==> config.mk <==
export PLATFORM = sky130hd
export DESIGN_NAME = mul_operand_ext
export DESIGN_NICKNAME = d
export VERILOG_FILES = /design/src/verilog/mul_pkg.sv /design/src/verilog/mul_operand_ext.sv
export SDC_FILE = /design/constraint.sdc
export NUM_CORES = 1
export LEC_CHECK = 0
export BUFFER_PORTS_ARGS = -buffer_cell sky130_fd_sc_hd__buf_2
export CAP_MARGIN = 20
export CORE_AREA = 3 3 101 103
export DETAILED_ROUTE_END_ITERATION = 10
export DIE_AREA = 0 0 104 106
export SLEW_MARGIN = 20
export SYNTH_ARGS = -nofsm -noshare
export SYNTH_HDL_FRONTEND = slang
export SYNTH_SLANG_ARGS = --single-unit
==> constraint.sdc <==
create_clock -name vclk -period 0.83
set_input_delay 0.0415 -clock vclk [all_inputs]
set_output_delay 0.0415 -clock vclk [all_outputs]
set_load 0.02 [all_outputs]
==> src/verilog/mul_pkg.sv <==
package mul_pkg;

	localparam int xlen = 64;
	localparam int opw = xlen + 2;       // Two guard bits carry the sign
	localparam int ppw = 2 * opw;        // Full width of every partial product
	localparam int pp_cnt = opw / 2;     // One Booth row per two multiplier bits
	localparam int grp_w = pp_cnt - 2;   // Carries handed from column to column

	typedef struct packed {
		logic            mulw;
		logic [1:0]      mul_signed;   // Bit 0 signs the multiplicand, nonzero signs the multiplier
		logic [xlen-1:0] multiplicand;
		logic [xlen-1:0] multiplier;
	} mul_req_t;

	typedef struct packed {
		logic [xlen-1:0] hi;
		logic [xlen-1:0] lo;
	} mul_result_t;

	// Carry-save form of the product, the last two Booth +1 terms ride along
	typedef struct packed {
		logic [ppw-1:0] sum;
		logic [ppw-2:0] carry;   // Bit j holds the carry of column j, weight j+1
		logic           neg_lo;
		logic           neg_hi;
	} csa_pair_t;

endpackage

==> src/verilog/mul_operand_ext.sv <==
`timescale 1ns/1ns

module mul_operand_ext (
	input  mul_pkg::mul_req_t       req,
	input  logic                    mul_valid,
	output logic [mul_pkg::opw-1:0] mul_a,
	output logic [mul_pkg::opw-1:0] mul_b
);

	import mul_pkg::*;

	localparam int half = xlen / 2;

	logic [half-1:0] a_hi;
	logic [half-1:0] b_hi;
	logic            a_sign;
	logic            b_sign;

	assign a_hi = req.mulw ? {half{req.multiplicand[half-1]}} : req.multiplicand[xlen-1:half];
	assign b_hi = req.mulw ? {half{req.multiplier[half-1]}} : req.multiplier[xlen-1:half];

	assign a_sign = req.mul_signed[0] & a_hi[half-1];
	assign b_sign = (req.mul_signed != 2'b00) & b_hi[half-1];   // Codes 01, 10 and 11

	// Zero operands keep the whole tree still between requests
	assign mul_a = mul_valid ? {{2{a_sign}}, a_hi, req.multiplicand[half-1:0]} : '0;
	assign mul_b = mul_valid ? {{2{b_sign}}, b_hi, req.multiplier[half-1:0]} : '0;

endmodule

* Yosys cells after proc, flatten, opt, wreduce, memory -nomap -nowiden *
Index checks and enable logic that the tools add are counted.

word-level totals
  bits in registers = 0
  bits of input ports = 132
  word-level logic and storage cells = 7

operators by class
  muxes and demuxes = 4
  bitwise logic cells = 2
  reductions and logical operators = 1

operators by type and width
  kind                count
  66-bit 2-to-1 mux   2
  32-bit 2-to-1 mux   2
  1-bit AND           2
  2-bit nonzero test  1

* Logic depth before layout (Yosys ltp) *
  word-level depth = 3
  mapped depth = 5
  mapped depth without buffers = 2

* Worst setup path before layout *
Ideal clock, no wire load.

  path kind = input -> output
  from = input port mul_valid
  to = output port mul_a[65] in the netlist's numbering
  path buffers = 3
  stages on the path = 5
  arrival time = 973 ps
  required time = 788 ps
  setup slack = -184 ps
  cells stage by stage = buf_4 -> buf_2 -> nand2_1 -> a21oi_1 -> buf_4

between the ends
  word-level cells in the longest chain between the ends = 1

ends and longest elaborated chain
  what               line                   source
  from (decl)        mul_operand_ext.sv:5   input logic mul_valid,
  66-bit 2-to-1 mux  mul_operand_ext.sv:26  assign mul_a = mul_valid ? {{2{a_sign}}, a_hi, req.multiplicand[half-1:0]} : '0;
  to (decl)          mul_operand_ext.sv:6   output logic [mul_pkg::opw-1:0] mul_a,

No other way between the ends.

* Worst setup path in the final report *
  from = input port req[130] in the netlist's numbering
  to = output port mul_b[52] in the netlist's numbering

between the ends
  word-level cells in the longest chain between the ends = 2

ends and longest elaborated chain
  what               line                   source
  from (decl)        mul_operand_ext.sv:4   input mul_pkg::mul_req_t req,
  32-bit 2-to-1 mux  mul_operand_ext.sv:20  assign b_hi = req.mulw ? {half{req.multiplier[half-1]}} : req.multiplier[xlen-1:half];
  66-bit 2-to-1 mux  mul_operand_ext.sv:27  assign mul_b = mul_valid ? {{2{b_sign}}, b_hi, req.multiplier[half-1:0]} : '0;
  to (decl)          mul_operand_ext.sv:7   output logic [mul_pkg::opw-1:0] mul_b

No other way between the ends.

==> results.toml <==
[logic_synthesis]
yosysWarningCount = 0
seq_area_frac_synth = 0
synthesis.area_per_instance_sq_um = 7.193
synth.distinct_cells = 17
net_count_after_synthesis = 359
syn-cell-area_sq_mm = 0.001633
syn-instance-count = 227

[timing]
setup-violations-final = 73
worst_slack_ps = -74.62
totalNegativeSetupSlack_ps = -1552
tightestPinTransition_ps = 205.1
worst_slew_margin_rel = 0.8606
finalHoldViolations = 0
layout_worst_path_cycle_share = 1.090
period_needed_ps = 904.6
achievable-frequency_mhz = 1105
report.final.slew_viol_count = 0
rsz0062_at_grt = "yes"
finalHoldWorstSlack_ps = 405.5

[setup_path]
worstSetupStartpointType = "primary input"
critical_path.n_buffers_inverters = 4
timing.critical_path.max_delay_family = "buffers and inverters"
timing.critical_path.mode_cell = "sky130_fd_sc_hd__buf_12"
highest_net_fanout_along_the_worst_path = 12
cp.arrival_ps = 860
critical_path_depth = 6
path_cells = "buf_12 > buf_12 > nand2_8 > clkbuf_16 > a21boi_2 > buf_4"
cp_slowest_stage_delay_ps = 190
worstSetupPathType = "in -> out"
cp_slowest_cell = "sky130_fd_sc_hd__clkbuf_16"
end_kind = "primary output"
startpoint = "req[130]"
worst-endpoint-required_ps = 790
critical_path.endpoint = "mul_b[52]"

[placement]
dp_slack_ps = -179.5
gp_congestion = 0.7484
placed_cell_area_sq_mm = 0.003035
buffer_ports.inserted = 264

[floorplanning]
die_w_microns = 104
placementRows = 35
starting_density_of_the_core = 0.1759
dieHeight_microns = 106
boundaryPins = 264
core-area_sq_mm = 0.009284
die-area_sq_mm = 0.01102

[flow_run]
cap_violations = 0

[global_route]
antenna_found_initial = 0
groute.usage.overall = 0.1253
first_pass_grt_wire_length_mm = 11.85
first_global_vias = 2437
grt_overflow = 0
grt_start_max_net_pins = 40

[run_status]
status = "finished with violations"
failed_checks = "negative setup slack"

[finish]
finish.utilization = 0.4148
register_area_sq_um = 0
nets = 611
layout.sequential_cells = 0
area_growth_syn_to_layout_pct = 135.9
drive_gt1_frac = 0.7568
antenna_cells = 0
layout.cell_area.non_filler_sq_mm = 0.003851
clock_buffers = 0

[power_and_ir_drop]
worst_ir_drop_vdd_mv = 0.3089
p_leak_nw = 2.106
p_per_area_mw_per_mm2 = 605.4

[route]
totalWireLength_mm = 8.394
routedWlPerCell_microns = 13.85
vias_per_cell = 4.081
drt-pass1-iter-count = 4
initialDrtViolationCount = 95
num_vias = 2473
drc = 0
antenna_left = 0

[worst_hold_path]
hold_class = "in -> out"

[clocking]
postCtsHoldBufs = 0
[layer usage]
layer  part of all wire  track usage  vias up
li1                   -            -     1227
met1               0.38       0.1432     1100
met2               0.55       0.2530      144
met3              0.074      0.02186        2
met4             0.0027     0.003799        0
met5                  0            0        -
[cell type report]
| class | instances | area [sq um] |
|---|---|---|
| Timing Repair Buffer | 279 | 1899 |
| Multi-Input combinational cell | 198 | 1790 |
| Fill cell | 925 | 5433 |
| Tap cell | 129 | 161.4 |
[placed cells by master (no fill, tap or decap)]
cell type                     n
sky130_fd_sc_hd__o21ai_1      1
sky130_fd_sc_hd__buf_12       6
sky130_fd_sc_hd__nor2b_1      1
sky130_fd_sc_hd__buf_4       49
sky130_fd_sc_hd__buf_8        1
sky130_fd_sc_hd__nand2_2      2
sky130_fd_sc_hd__clkbuf_16    1
sky130_fd_sc_hd__nand2_8      1
sky130_fd_sc_hd__a21boi_1    19
sky130_fd_sc_hd__mux2i_2      1
sky130_fd_sc_hd__buf_6       22
sky130_fd_sc_hd__buf_2      195
sky130_fd_sc_hd__a21boi_2    39
sky130_fd_sc_hd__nand2b_1    31
sky130_fd_sc_hd__nor2_2       1
sky130_fd_sc_hd__a21boi_4     5
sky130_fd_sc_hd__nand2b_4    32
sky130_fd_sc_hd__and2_1      64
sky130_fd_sc_hd__buf_16       3
sky130_fd_sc_hd__bufbuf_16    2
sky130_fd_sc_hd__a21oi_4      1
[Yosys cell counts, drive strengths merged]
| cell | count | area, sq um |
|---|---|---|
| nand2b | 63 | 394.1 |
| buf | 19 | 158.9 |
| mux2i | 1 | 10.01 |
| a21boi | 63 | 585.6 |
| clkbuf | 10 | 45.04 |
| nand2 | 3 | 18.77 |
| a21oi | 1 | 5.000 |
| and2 | 64 | 400.4 |
| nor2b | 1 | 6.260 |
| nor2 | 1 | 3.750 |
| o21ai | 1 | 5.000 |
[cells by family after synthesis]
| kind of cell | Yosys count | synth area share |
|---|---|---|
| compound gates | 65 | 0.3647 |
| buf+inv | 29 | 0.1249 |
| mux | 1 | 0.006131 |
| simple gates | 132 | 0.5042 |
[stage by stage]
stage | power [mW] | cells
6_report | 2.331 | 606
5_1_grt | 2.480 | 606
4_1_cts | 2.139 | 605
3_5_place_dp | 1.808 | 600
3_3_place_gp | 1.794 | 600
2_1_floorplan | 1.113 | 227
[what timing repair did]
item                       in CTS  in global routing
pin swaps                      16                 25
buffers inserted                0                  0
gates resized for setup        90                 68
gates cloned                    5                  1
setup endpoints to repair      67                117
[power breakdown]
group | switching [mW] | internal, mW | total [mW]
registers | 0 | 0 | 0
clock network | 0 | 0 | 0
logic | 1.15 | 1.18 | 2.33
total | 1.15 | 1.18 | 2.33
[how the worst min path moves through the flow]
| stage | from | slack (ps) | cells after the start | to |
|---|---|---|---|---|
| 5_1_grt | req[29] | 420 | 3 | mul_b[29] |
| 2_1_floorplan | req[128] | 200 | 2 | mul_a[64] |
| 4_1_cts | req[16] | 410 | 3 | mul_b[16] |
| 6_report | req[16] | 410 | 3 | mul_b[16] |
| 3_3_place_gp | req[19] | 410 | 3 | mul_b[19] |
| 3_5_place_dp | req[16] | 410 | 3 | mul_b[16] |
[worst min-delay path: stages]
cell and delay, ps:
sky130_fd_sc_hd__buf_2 70, sky130_fd_sc_hd__and2_1 100, sky130_fd_sc_hd__buf_2 150
(Power assumes the default switching activity.)
